===== src/hw/ddc_pkg.sv =====
// DDC shared types and constants
`default_nettype none

package ddc_pkg;

  ////////////////////
  // Sizes
  ////////////////////
  localparam int NUM_CHAINS    = 2;
  localparam int SAMPLE_W      = 16;
  localparam int SCALE_W       = 18;
  localparam int ACC_W         = 24;
  localparam int PROD_W        = ACC_W + SCALE_W;
  localparam int SCALE_SHIFT   = 15;
  localparam int CIC_MAX_DECIM = 255;

  // Settings bus register map in the user space above 128
  localparam logic [7:0] SR_FREQ_ADDR     = 8'd132;
  localparam logic [7:0] SR_SCALE_IQ_ADDR = 8'd133;
  localparam logic [7:0] SR_DECIM_ADDR    = 8'd134;

  // Readback map
  localparam logic [7:0] RB_COMPAT_NUM    = 8'd0;
  localparam logic [7:0] RB_CIC_MAX_DECIM = 8'd2;
  localparam logic [7:0] RB_FREQ          = 8'd3;
  localparam logic [7:0] RB_DECIM         = 8'd4;

  localparam logic [63:0] COMPAT_NUM = {32'h2, 32'h0};
  localparam logic [63:0] RB_DEFAULT = 64'h0BADC0DE0BADC0DE;

  // Gain of exactly one with SCALE_SHIFT of 15
  localparam logic signed [SCALE_W-1:0] SCALE_UNITY = 18'sd32768;

  localparam logic signed [SAMPLE_W-1:0] SAMPLE_MAX = 16'sh7FFF;
  localparam logic signed [SAMPLE_W-1:0] SAMPLE_MIN = 16'sh8000;

  ////////////////////
  // Types
  ////////////////////
  typedef struct packed {
    logic signed [SAMPLE_W-1:0] i;
    logic signed [SAMPLE_W-1:0] q;
  } sample_t;

  typedef struct packed {
    sample_t s;
    logic    last;
  } iq_beat_t;

  typedef struct packed {
    logic signed [ACC_W-1:0] i;
    logic signed [ACC_W-1:0] q;
  } acc_sample_t;

  typedef struct packed {
    acc_sample_t s;
    logic        last;
  } acc_beat_t;

  typedef struct packed {
    logic        chan;
    logic [7:0]  addr;
    logic [31:0] data;
  } setting_t;

  typedef struct packed {
    logic       chan;
    logic [7:0] addr;
  } rb_req_t;

  typedef struct packed {
    logic [31:0]               freq;
    logic signed [SCALE_W-1:0] scale;
    logic [7:0]                decim;
  } chain_cfg_t;

endpackage

`default_nettype wire


===== src/hw/cic_decimator.sv =====
// Integrate-and-dump decimator
`timescale 1ns/1ns
`default_nettype none

module cic_decimator (
  input  logic               i_ce_clk,
  input  logic               i_rst,
  input  logic [7:0]         i_decim,
  input  logic               i_valid,
  input  ddc_pkg::iq_beat_t  i_beat,
  output logic               o_ready,
  output logic               o_valid,
  output ddc_pkg::acc_beat_t o_beat,
  input  logic               i_ready
);

  localparam int EXT_W = ddc_pkg::ACC_W - ddc_pkg::SAMPLE_W;

  logic [7:0]                     count_q;
  logic [7:0]                     decim_q;
  logic [7:0]                     cur_decim;
  logic signed [ddc_pkg::ACC_W-1:0] acc_i_q;
  logic signed [ddc_pkg::ACC_W-1:0] acc_q_q;
  logic                           accept;
  logic                           close;
  ddc_pkg::acc_beat_t             sum;

  // Rate is captured when a group opens
  assign cur_decim = (count_q == 8'd0) ? i_decim : decim_q;
  assign close     = i_beat.last || ({1'b0, count_q} + 9'd1 >= {1'b0, cur_decim});
  assign accept    = i_valid & o_ready;

  assign sum.s.i  = acc_i_q + {{EXT_W{i_beat.s.i[15]}}, i_beat.s.i};
  assign sum.s.q  = acc_q_q + {{EXT_W{i_beat.s.q[15]}}, i_beat.s.q};
  assign sum.last = i_beat.last;

  ////////////////////
  // Integrator
  ////////////////////
  always_ff @(posedge i_ce_clk) begin
    if (i_rst) begin
      count_q <= 8'd0;
      decim_q <= 8'd1;
      acc_i_q <= '0;
      acc_q_q <= '0;
    end else if (accept) begin
      if (count_q == 8'd0) begin
        decim_q <= i_decim;
      end
      if (close) begin
        // Dump and start the next group empty
        count_q <= 8'd0;
        acc_i_q <= '0;
        acc_q_q <= '0;
      end else begin
        count_q <= count_q + 8'd1;
        acc_i_q <= sum.s.i;
        acc_q_q <= sum.s.q;
      end
    end
  end

  // Only a closing beat produces output
  stream_reg #(.T(ddc_pkg::acc_beat_t)) u_out_reg (
    .i_ce_clk (i_ce_clk),
    .i_rst    (i_rst),
    .i_valid  (i_valid & close),
    .i_data   (sum),
    .o_ready  (o_ready),
    .o_valid  (o_valid),
    .o_data   (o_beat),
    .i_ready  (i_ready)
  );

  a_count_range : assert property (@(posedge i_ce_clk) disable iff (i_rst)
    (count_q != 8'd0) |-> (count_q < decim_q));

endmodule

`default_nettype wire


===== src/hw/ddc_chain.sv =====
// One DDC channel
`timescale 1ns/1ns
`default_nettype none

module ddc_chain #(
  parameter int CHAIN_IDX = 0
) (
  input  logic              i_ce_clk,
  input  logic              i_rst,
  input  logic              i_set_stb,
  input  ddc_pkg::setting_t i_set,
  input  logic [7:0]        i_rb_addr,
  output logic [63:0]       o_rb_data,
  input  logic              i_in_valid,
  input  ddc_pkg::iq_beat_t i_in_beat,
  output logic              o_in_ready,
  output logic              o_out_valid,
  output ddc_pkg::iq_beat_t o_out_beat,
  input  logic              i_out_ready
);

  ddc_pkg::chain_cfg_t cfg;

  logic               mix_valid;
  logic               mix_ready;
  ddc_pkg::iq_beat_t  mix_beat;
  logic               cic_valid;
  logic               cic_ready;
  ddc_pkg::acc_beat_t cic_beat;

  ddc_settings #(.CHAIN_IDX(CHAIN_IDX)) u_settings (
    .i_ce_clk  (i_ce_clk),
    .i_rst     (i_rst),
    .i_set_stb (i_set_stb),
    .i_set     (i_set),
    .i_rb_addr (i_rb_addr),
    .o_cfg     (cfg),
    .o_rb_data (o_rb_data)
  );

  ////////////////////
  // Sample path
  ////////////////////
  quadrant_mixer u_mixer (
    .i_ce_clk (i_ce_clk),
    .i_rst    (i_rst),
    .i_freq   (cfg.freq),
    .i_valid  (i_in_valid),
    .i_beat   (i_in_beat),
    .o_ready  (o_in_ready),
    .o_valid  (mix_valid),
    .o_beat   (mix_beat),
    .i_ready  (mix_ready)
  );

  cic_decimator u_cic (
    .i_ce_clk (i_ce_clk),
    .i_rst    (i_rst),
    .i_decim  (cfg.decim),
    .i_valid  (mix_valid),
    .i_beat   (mix_beat),
    .o_ready  (mix_ready),
    .o_valid  (cic_valid),
    .o_beat   (cic_beat),
    .i_ready  (cic_ready)
  );

  iq_scaler u_scaler (
    .i_ce_clk (i_ce_clk),
    .i_rst    (i_rst),
    .i_scale  (cfg.scale),
    .i_valid  (cic_valid),
    .i_beat   (cic_beat),
    .o_ready  (cic_ready),
    .o_valid  (o_out_valid),
    .o_beat   (o_out_beat),
    .i_ready  (i_out_ready)
  );

endmodule

`default_nettype wire


===== src/hw/ddc_settings.sv =====
// Per-channel settings and readback
`timescale 1ns/1ns
`default_nettype none

module ddc_settings #(
  parameter int CHAIN_IDX = 0
) (
  input  logic                 i_ce_clk,
  input  logic                 i_rst,
  input  logic                 i_set_stb,
  input  ddc_pkg::setting_t    i_set,
  input  logic [7:0]           i_rb_addr,
  output ddc_pkg::chain_cfg_t  o_cfg,
  output logic [63:0]          o_rb_data
);

  ddc_pkg::chain_cfg_t cfg_q;
  logic                hit;

  // Only writes aimed at this channel
  assign hit = i_set_stb && (i_set.chan == 1'(CHAIN_IDX));

  ////////////////////
  // Write decode
  ////////////////////
  always_ff @(posedge i_ce_clk) begin
    if (i_rst) begin
      cfg_q.freq  <= 32'd0;
      cfg_q.scale <= ddc_pkg::SCALE_UNITY;
      cfg_q.decim <= 8'd1;
    end else if (hit) begin
      case (i_set.addr)
        ddc_pkg::SR_FREQ_ADDR: begin
          cfg_q.freq <= i_set.data;
        end
        ddc_pkg::SR_SCALE_IQ_ADDR: begin
          cfg_q.scale <= i_set.data[ddc_pkg::SCALE_W-1:0];
        end
        ddc_pkg::SR_DECIM_ADDR: begin
          // A zero rate means no decimation
          cfg_q.decim <= (i_set.data[7:0] == 8'd0) ? 8'd1 : i_set.data[7:0];
        end
        default: begin
        end
      endcase
    end
  end

  assign o_cfg = cfg_q;

  ////////////////////
  // Readback select
  ////////////////////
  always_comb begin
    case (i_rb_addr)
      ddc_pkg::RB_COMPAT_NUM:    o_rb_data = ddc_pkg::COMPAT_NUM;
      ddc_pkg::RB_CIC_MAX_DECIM: o_rb_data = 64'(ddc_pkg::CIC_MAX_DECIM);
      ddc_pkg::RB_FREQ:          o_rb_data = {32'd0, cfg_q.freq};
      ddc_pkg::RB_DECIM:         o_rb_data = {56'd0, cfg_q.decim};
      default:                   o_rb_data = ddc_pkg::RB_DEFAULT;
    endcase
  end

endmodule

`default_nettype wire


===== src/hw/iq_scaler.sv =====
// Saturating IQ gain stage
`timescale 1ns/1ns
`default_nettype none

module iq_scaler (
  input  logic                               i_ce_clk,
  input  logic                               i_rst,
  input  logic signed [ddc_pkg::SCALE_W-1:0] i_scale,
  input  logic                               i_valid,
  input  ddc_pkg::acc_beat_t                 i_beat,
  output logic                               o_ready,
  output logic                               o_valid,
  output ddc_pkg::iq_beat_t                  o_beat,
  input  logic                               i_ready
);

  logic signed [ddc_pkg::PROD_W-1:0] prod_i;
  logic signed [ddc_pkg::PROD_W-1:0] prod_q;
  ddc_pkg::iq_beat_t                 scaled;

  // Clip to the 16-bit signed range
  function automatic logic signed [15:0] sat16(input logic signed [ddc_pkg::PROD_W-1:0] x);
    if (x > ddc_pkg::PROD_W'(ddc_pkg::SAMPLE_MAX)) begin
      sat16 = ddc_pkg::SAMPLE_MAX;
    end else if (x < -(ddc_pkg::PROD_W'(32768))) begin
      sat16 = ddc_pkg::SAMPLE_MIN;
    end else begin
      sat16 = x[15:0];
    end
  endfunction

  assign prod_i = ($signed(i_beat.s.i) * $signed(i_scale)) >>> ddc_pkg::SCALE_SHIFT;
  assign prod_q = ($signed(i_beat.s.q) * $signed(i_scale)) >>> ddc_pkg::SCALE_SHIFT;

  assign scaled.s.i  = sat16(prod_i);
  assign scaled.s.q  = sat16(prod_q);
  assign scaled.last = i_beat.last;

  stream_reg #(.T(ddc_pkg::iq_beat_t)) u_out_reg (
    .i_ce_clk (i_ce_clk),
    .i_rst    (i_rst),
    .i_valid  (i_valid),
    .i_data   (scaled),
    .o_ready  (o_ready),
    .o_valid  (o_valid),
    .o_data   (o_beat),
    .i_ready  (i_ready)
  );

endmodule

`default_nettype wire


===== src/hw/quadrant_mixer.sv =====
// Coarse quadrant mixer
`timescale 1ns/1ns
`default_nettype none

module quadrant_mixer (
  input  logic              i_ce_clk,
  input  logic              i_rst,
  input  logic [31:0]       i_freq,
  input  logic              i_valid,
  input  ddc_pkg::iq_beat_t i_beat,
  output logic              o_ready,
  output logic              o_valid,
  output ddc_pkg::iq_beat_t o_beat,
  input  logic              i_ready
);

  logic [31:0]       phase_q;
  logic [1:0]        quad;
  logic              accept;
  ddc_pkg::iq_beat_t rot;

  // Two's complement negate that clips at full scale
  function automatic logic signed [15:0] neg_sat(input logic signed [15:0] x);
    neg_sat = (x == ddc_pkg::SAMPLE_MIN) ? ddc_pkg::SAMPLE_MAX : -x;
  endfunction

  assign quad   = phase_q[31:30];
  assign accept = i_valid & o_ready;

  always_comb begin
    rot.last = i_beat.last;
    case (quad)
      2'd0: begin
        rot.s.i = i_beat.s.i;
        rot.s.q = i_beat.s.q;
      end
      2'd1: begin
        rot.s.i = neg_sat(i_beat.s.q);
        rot.s.q = i_beat.s.i;
      end
      2'd2: begin
        rot.s.i = neg_sat(i_beat.s.i);
        rot.s.q = neg_sat(i_beat.s.q);
      end
      default: begin
        rot.s.i = i_beat.s.q;
        rot.s.q = neg_sat(i_beat.s.i);
      end
    endcase
  end

  // Phase restarts with each burst
  always_ff @(posedge i_ce_clk) begin
    if (i_rst) begin
      phase_q <= 32'd0;
    end else if (accept) begin
      phase_q <= i_beat.last ? 32'd0 : phase_q + i_freq;
    end
  end

  stream_reg #(.T(ddc_pkg::iq_beat_t)) u_out_reg (
    .i_ce_clk (i_ce_clk),
    .i_rst    (i_rst),
    .i_valid  (i_valid),
    .i_data   (rot),
    .o_ready  (o_ready),
    .o_valid  (o_valid),
    .o_data   (o_beat),
    .i_ready  (i_ready)
  );

endmodule

`default_nettype wire


===== src/hw/stream_reg.sv =====
// Valid/ready pipeline register
`timescale 1ns/1ns
`default_nettype none

module stream_reg #(
  parameter type T = logic [31:0]
) (
  input  logic i_ce_clk,
  input  logic i_rst,
  input  logic i_valid,
  input  T     i_data,
  output logic o_ready,
  output logic o_valid,
  output T     o_data,
  input  logic i_ready
);

  T     data_q;
  logic valid_q;
  logic run_q;

  // Accept while empty or while the held beat leaves
  assign o_ready = run_q & (~valid_q | i_ready);
  assign o_valid = valid_q;
  assign o_data  = data_q;

  always_ff @(posedge i_ce_clk) begin
    if (i_rst) begin
      run_q   <= 1'b0;
      valid_q <= 1'b0;
    end else begin
      run_q <= 1'b1;
      if (o_ready) begin
        valid_q <= i_valid;
      end
    end
  end

  always_ff @(posedge i_ce_clk) begin
    if (o_ready && i_valid) begin
      data_q <= i_data;
    end
  end

  a_hold_stable : assert property (@(posedge i_ce_clk) disable iff (i_rst)
    (o_valid && !i_ready) |=> (o_valid && $stable(o_data)));

endmodule

`default_nettype wire


===== config.mk =====
export PLATFORM = sky130hd
export DESIGN_NAME = ddc_chain
export DESIGN_NICKNAME = d
export VERILOG_FILES = /design/src/hw/ddc_pkg.sv /design/src/hw/cic_decimator.sv /design/src/hw/ddc_chain.sv /design/src/hw/ddc_settings.sv /design/src/hw/iq_scaler.sv /design/src/hw/quadrant_mixer.sv /design/src/hw/stream_reg.sv
export SDC_FILE = /design/constraint.sdc
export NUM_CORES = 2
export LEC_CHECK = 0
export ABC_AREA = 1
export BUFFER_PORTS_ARGS = -buffer_cell sky130_fd_sc_hd__buf_2
export CORE_ASPECT_RATIO = 0.6
export CORE_MARGIN = 2
export CORE_UTILIZATION = 60
export CTS_BUF_LIST = sky130_fd_sc_hd__clkbuf_8
export DETAILED_ROUTE_END_ITERATION = 8
export PLACE_DENSITY_LB_ADDON = 0.1
export SYNTH_ARGS = -nofsm -noshare
export SYNTH_HDL_FRONTEND = slang
export SYNTH_SLANG_ARGS = --single-unit

===== constraint.sdc =====
create_clock -name i_ce_clk -period 5.9 [get_ports i_ce_clk]
set_input_delay 1.18 -clock i_ce_clk [delete_from_list [all_inputs] [get_ports i_ce_clk]]
set_output_delay 1.18 -clock i_ce_clk [all_outputs]
set_load 0.01 [all_outputs]

**Word-level counts from Yosys, hierarchy flattened**

Cells that the tools add are included.

- Bits in registers: 273
- Output and inout bits: 99

- Bitwise logic cells: 13
- $lt $le $gt $ge: 5
- Add/subtract/negate cells: 7
- $mul: 2
- Equality and inequality tests: 10
- Mux-type cells: 13
- Reductions and logical operators: 12

Operator list:

| operator | number |
|---|---|
| 60-bit one-hot mux with 4 select lines | 1 |
| 32-bit one-hot mux with 3 select lines | 1 |
| 24-bit by 18-bit multiplier with 42-bit output | 2 |
| 16-bit 2-to-1 mux | 4 |
| 27-bit by 16-bit > comparator with 1-bit output (second input constant) | 2 |
| 27-bit by 16-bit less-than comparator with 1-bit output (second input constant) | 2 |
| 24-bit adder | 2 |
| 24-bit 2-to-1 mux | 2 |
| 32-bit adder | 1 |
| 16-bit == test (second input constant) | 2 |
| 32-bit 2-to-1 mux | 1 |
| 16-bit negation | 2 |
| 8-bit == test (second input constant) | 3 |
| 8-bit logical NOT | 3 |
| 8-bit 2-to-1 mux | 3 |
| 8-bit by 2-bit == test with 1-bit output (second input constant) | 2 |
| 8-bit by 1-bit adder with 9-bit output (second input constant) | 1 |
| 9-bit by 8-bit greater-or-equal comparator with 1-bit output | 1 |
| 8-bit by 1-bit adder with 8-bit output (second input constant) | 1 |
| 8-bit by 3-bit == test with 1-bit output (second input constant) | 1 |
| 1-bit bitwise AND | 6 |
| 2-bit AND reduction | 3 |
| 1-bit logical AND | 4 |
| 1-bit inverter | 4 |
| other kinds (6) | 8 |

**Logic depth before layout (Yosys ltp)**

- Depth in word-level cells: 8
- Gate-level depth with buffers: 38
- Gate-level depth less buffers: 35

**Modules after synthesis**

A second synthesis with hierarchy kept.

- Cell total of the unflattened synthesis: 7046
- Area, all modules: 50972.6 um^2

Modules (own cells, without submodules):

| module | instances | area each (um^2) | cells an instance | seq. area each (um^2) |
|---|---|---|---|---|
| iq_scaler | 1 | 32896.6 | 4367 | 0.0 |
| cic_decimator | 1 | 6045.8 | 1039 | 1281.2 |
| quadrant_mixer | 1 | 5111.2 | 979 | 640.6 |
| ddc_settings | 1 | 3188.1 | 510 | 1161.1 |
| stream_reg at u_mixer.u_out_reg ... | 2 | 1083.5 | 45 | 1031.0 |
| stream_reg at u_cic.u_out_reg | 1 | 1564.0 | 61 | 1511.4 |

**Worst setup path before layout**

Ideal clock, no wire load.

- Path kind: reg2reg
- Start point: register u_cic.u_out_reg.data_q, in the netlist u_cic.u_out_reg.o_data[48]
- End point: register u_scaler.u_out_reg.data_q, in the netlist u_scaler.u_out_reg.o_data[22] (data pin)
- Path buffers: 3
- Arrival time: 6.102 ns
- Cell stages (with the launch flop): 30
- Period minus slack after synthesis: 6.354 ns
- Setup time: 0.252 ns
- Path slack: -0.454 ns
- Data required time: 5.648 ns
- Cell sequence: edfxtp_1 > clkbuf_1 > clkbuf_1 > nand2_1 > inv_1 > fa_1 > fa_1 > ha_1 > inv_1 > fa_1 > inv_1 > fa_1 > inv_1 > fa_1 > inv_1 > ha_1 > nand2_1 > inv_1 > a21oi_1 > nand2_1 > a21oi_1 > nand3_1 > nand2_1 > and2_1 > nand2_1 > nor2_1 > nand3b_1 > nand2_4 > buf_8 > nand2_2

- Longest elaborated chain between the ends: 3

RTL lines:

| item | line | source |
|---|---|---|
| start, declared | stream_reg.sv:18 | `T data_q;` |
| start signal, assigned | stream_reg.sv:41 | `data_q <= i_data;` |
| 24-bit by 18-bit multiplier with 42-bit output (*) | iq_scaler.sv:32 | `assign prod_i = ($signed(i_beat.s.i) * $signed(i_scale)) >>> ddc_pkg::SCALE_SHIFT;` |
| 27-bit by 16-bit less-than comparator with 1-bit output | iq_scaler.sv:25 | `end else if (x < -(ddc_pkg::PROD_W'(32768))) begin` |
| 16-bit 2-to-1 mux | iq_scaler.sv:25 |  |
| end signal, assigned | stream_reg.sv:41 |  |
| end, declared | stream_reg.sv:18 |  |

Every way passes the cells marked *; elsewhere a longest branch is shown, timed or not.
A chain may end at the register's enable or synchronous reset.

**Worst setup path after layout**

- Start point: register u_cic.u_out_reg.data_q, in the netlist u_cic.u_out_reg.o_data[48]
- End point: register u_scaler.u_out_reg.data_q, in the netlist u_scaler.u_out_reg.o_data[20] (data pin)

The elaborated chain is that of the path after synthesis.

==> impl_metrics.env <==
export IMPL_fin_crit_ns=6.43
export IMPL_ys_top_cells_by_count="nand2_1 (1737), inv_1 (1642), fa_1 (851), nor2_1 (315), a21oi_1 (306)"
export IMPL_status="finished with violations"
export IMPL_synthFlopType="dfxtp_1"
export IMPL_seq_area_frac_synth_pct=13.6
export IMPL_crit_arrival_ns=6.82
export IMPL_finalNetCount=8170
export IMPL_min_delay_path_depth=0
export IMPL_cts_htree_levels=2
export IMPL_clock_latency_ns=0.70
export IMPL_hold_path_class="flop to flop"
export IMPL_layout_drive_gt1_share_pct=19.0
export IMPL_cp_max_fo=8
export IMPL_cts_tree="built"
export IMPL_endpoint_kind="flop"
export IMPL_avgSynthCellArea_um2=7.55
export IMPL_ir_drop_uv=167
export IMPL_gp_congestion=1.00
export IMPL_yosys_cell_count_top_type="nand2_1"
export IMPL_syn2layout_area_growth_pct=19.5
export IMPL_yosysWarnings=0
export IMPL_cts_sinks=273
export IMPL_grt_setup_unrepaired="yes"
export IMPL_timing_fmax_mhz=156
export IMPL_synth_async_reset_ratio_pct=0
export IMPL_clockBufferDepth=3
export IMPL_skew_ns=0.0895
export IMPL_synth_area_um2=48500
export IMPL_synth_seq_cells=273
export IMPL_start_util_pct=60.8
export IMPL_clk_pin_slew_worst_paths_ns=0.07
export IMPL_synth_top_cell_by_area="fa_1"
export IMPL_io_pins=186
export IMPL_grt_antenna_before_repair=2
export IMPL_grt_pass1_wl_um=228000
export IMPL_hold_violations=0
export IMPL_yosys_top_cells_area="fa_1 (35%), nand2_1 (13%), inv_1 (13%)"
export IMPL_drtIter0Drc=4356
export IMPL_relSlewSlack_pct=15.0
export IMPL_synth_edf_count=115
export IMPL_crit_type="flop to flop"
export IMPL_num_rows=80
export IMPL_post_route_period_util_pct=109
export IMPL_slew_viol_final=0
export IMPL_fin_ws_ns=-0.529
export IMPL_die_y_um=224
export IMPL_ctsRootBufferMaster="clkbuf_8"
export IMPL_overflow=0
export IMPL_yosysUniqueCellTypes=54
export IMPL_worstPathRequired_ns=6.29
export IMPL_setup_tns_final_ns=-15.17
export IMPL_worst_pin_slew_ns=1.27
export IMPL_track_usage_pct=35.0
export IMPL_leakagePower_nw=30.6
export IMPL_synth_top_area_share_pct=35.1
export IMPL_avgRoutedWirePerCell_um=17.9
export IMPL_grt_max_degree=80
export IMPL_die_area_um2=83200
export IMPL_vias=42700
export IMPL_dp_cells=7892
export IMPL_viasPerCell=5.30
export IMPL_reg2reg_depth=26
export IMPL_final_setup_viol_count=31
export IMPL_postSynthCellCount=6427
export IMPL_dr_pass1_iters=6
export IMPL_final_cell_area_um2=58000
export IMPL_hpwl_um=116000
export IMPL_fin_cells=8046
export IMPL_start_kind="flop"
export IMPL_dieWidth_um=371
export IMPL_p_per_area_nw_per_um2=80.3
export IMPL_grt_pass1_vias=42000
export IMPL_maxCapViolCount=0
export IMPL_utilization_pct=72.7
export IMPL_finalPower_w=0.00466
export IMPL_post_dp_cell_area_um2=54100
export IMPL_violations="negative setup slack"
export IMPL_wirelength_um=144000
export IMPL_ant_nets=0
export IMPL_portBuffers=169
export IMPL_core_um2=79800
export IMPL_drc_errors=0
export IMPL_cts_buffers=45
where the power goes:
part,switching [W],leakage (nW),internal (W)
registers,0.0000167,2.33,0.00199
logic,0.000441,27.7,0.000269
clock network,0.000932,0.538,0.00101
sequential cells by signal, indices dropped and copies added (netlist names), 8 cells and up:
signal	cells
u_mixer.phase_q	32
u_cic.acc_q_q	24
u_scaler.u_out_reg.o_data	33
u_cic.decim_q	8
u_cic.u_out_reg.o_data	49
u_cic.count_q	8
u_mixer.u_out_reg.o_data	33
u_settings.o_cfg	58
u_cic.acc_i_q	24
cell type report:
class | instances | area [um^2]
Clock buffer | 49 | 674
Sequential cell | 273 | 6650
Multi-Input combinational cell | 4228 | 36700
Timing Repair Buffer | 736 | 6100
Antenna cell | 1 | 2.50
Tap cell | 1066 | 1330
Fill cell | 6316 | 21800
Inverter | 1659 | 6250
Clock inverter | 34 | 322
cells by family (layout without fill, tap and decap cells):
| family | count (synthesis) | count (layout) | synth area share, % |
|---|---|---|---|
| xor+xnor | 111 | 111 | 2.00 |
| flops | 273 | 273 | 13.6 |
| buf+inv | 1945 | 2478 | 15.4 |
| fa+ha+maj | 1140 | 1140 | 42.6 |
| compound gates | 606 | 606 | 6.95 |
| simple gates | 2351 | 2355 | 19.5 |
| other cells | 1 | 17 | 0.00773 |
metrics by stage:
stage               hold slack, ns  worst slack [ns]
floorplan                    0.400           -0.0160
global placement             0.406            -0.839
detailed placement           0.406            -0.877
CTS                          0.422            -0.456
global route                 0.424            -0.750
finish                       0.419            -0.529
layout by cell type, fill, tap and decap left out, types with 44 or more instances in the layout:
master,instances
a21oi_1,271
buf_12,62
buf_2,168
buf_4,467
clkbuf_8,49
dfxtp_1,141
edfxtp_1,115
fa_1,827
ha_1,237
ha_4,50
inv_1,1603
inv_2,53
nand2_1,1596
nand2_2,133
nand3_1,109
nor2_1,246
nor2_2,45
o21ai_0,143
xnor2_1,44
xor2_1,66
path summary, 6_finish.rpt:
check / from / end / slack (ns)
min reg2reg: u_cic.u_out_reg.o_data[0] / u_scaler.u_out_reg.o_data[0] / 0.42
max reg2reg: u_cic.u_out_reg.o_data[48] / u_scaler.u_out_reg.o_data[20] / -0.53
max: u_cic.u_out_reg.o_data[48] / u_scaler.u_out_reg.o_data[20] / -0.53
min: u_cic.u_out_reg.o_data[0] / u_scaler.u_out_reg.o_data[0] / 0.42
layer usage:
layer	GRT usage, %	up-vias	wire length (um)
met3	11.0	164	18700
met5	0	-	0
met4	6.03	0	2520
li1	-	19900	-
met2	46.9	2080	56100
met1	55.5	20500	66400
worst max-delay path, stage by stage (launching register included):
cell,delay [ns]
edfxtp_1,0.50
buf_6,0.20
nand2_4,0.06
inv_2,0.03
fa_2,0.64
buf_6,0.13
fa_2,0.45
buf_12,0.17
fa_2,0.57
inv_2,0.04
fa_1,0.46
fa_1,0.56
inv_2,0.05
fa_2,0.48
ha_4,0.36
nand2_4,0.07
nor2_4,0.10
nand2_2,0.08
nor2_4,0.11
nand4_1,0.14
nand4_1,0.12
nand2_2,0.07
nor2_2,0.11
and2_1,0.15
nand3b_1,0.20
nand2_4,0.21
nand2_1,0.07
timing repair:
| action | 4_1_cts | 5_1_grt |
|---|---|---|
| hold buffers | 0 | 0 |
| setup buffers | 29 | 35 |
| resized for setup | 260 | 287 |
| pin swaps | 81 | 179 |
| endpoints found under the setup margin | 32 | 32 |
| gates cloned | 5 | 3 |
Note: power is estimated with default switching activity, not from simulation.
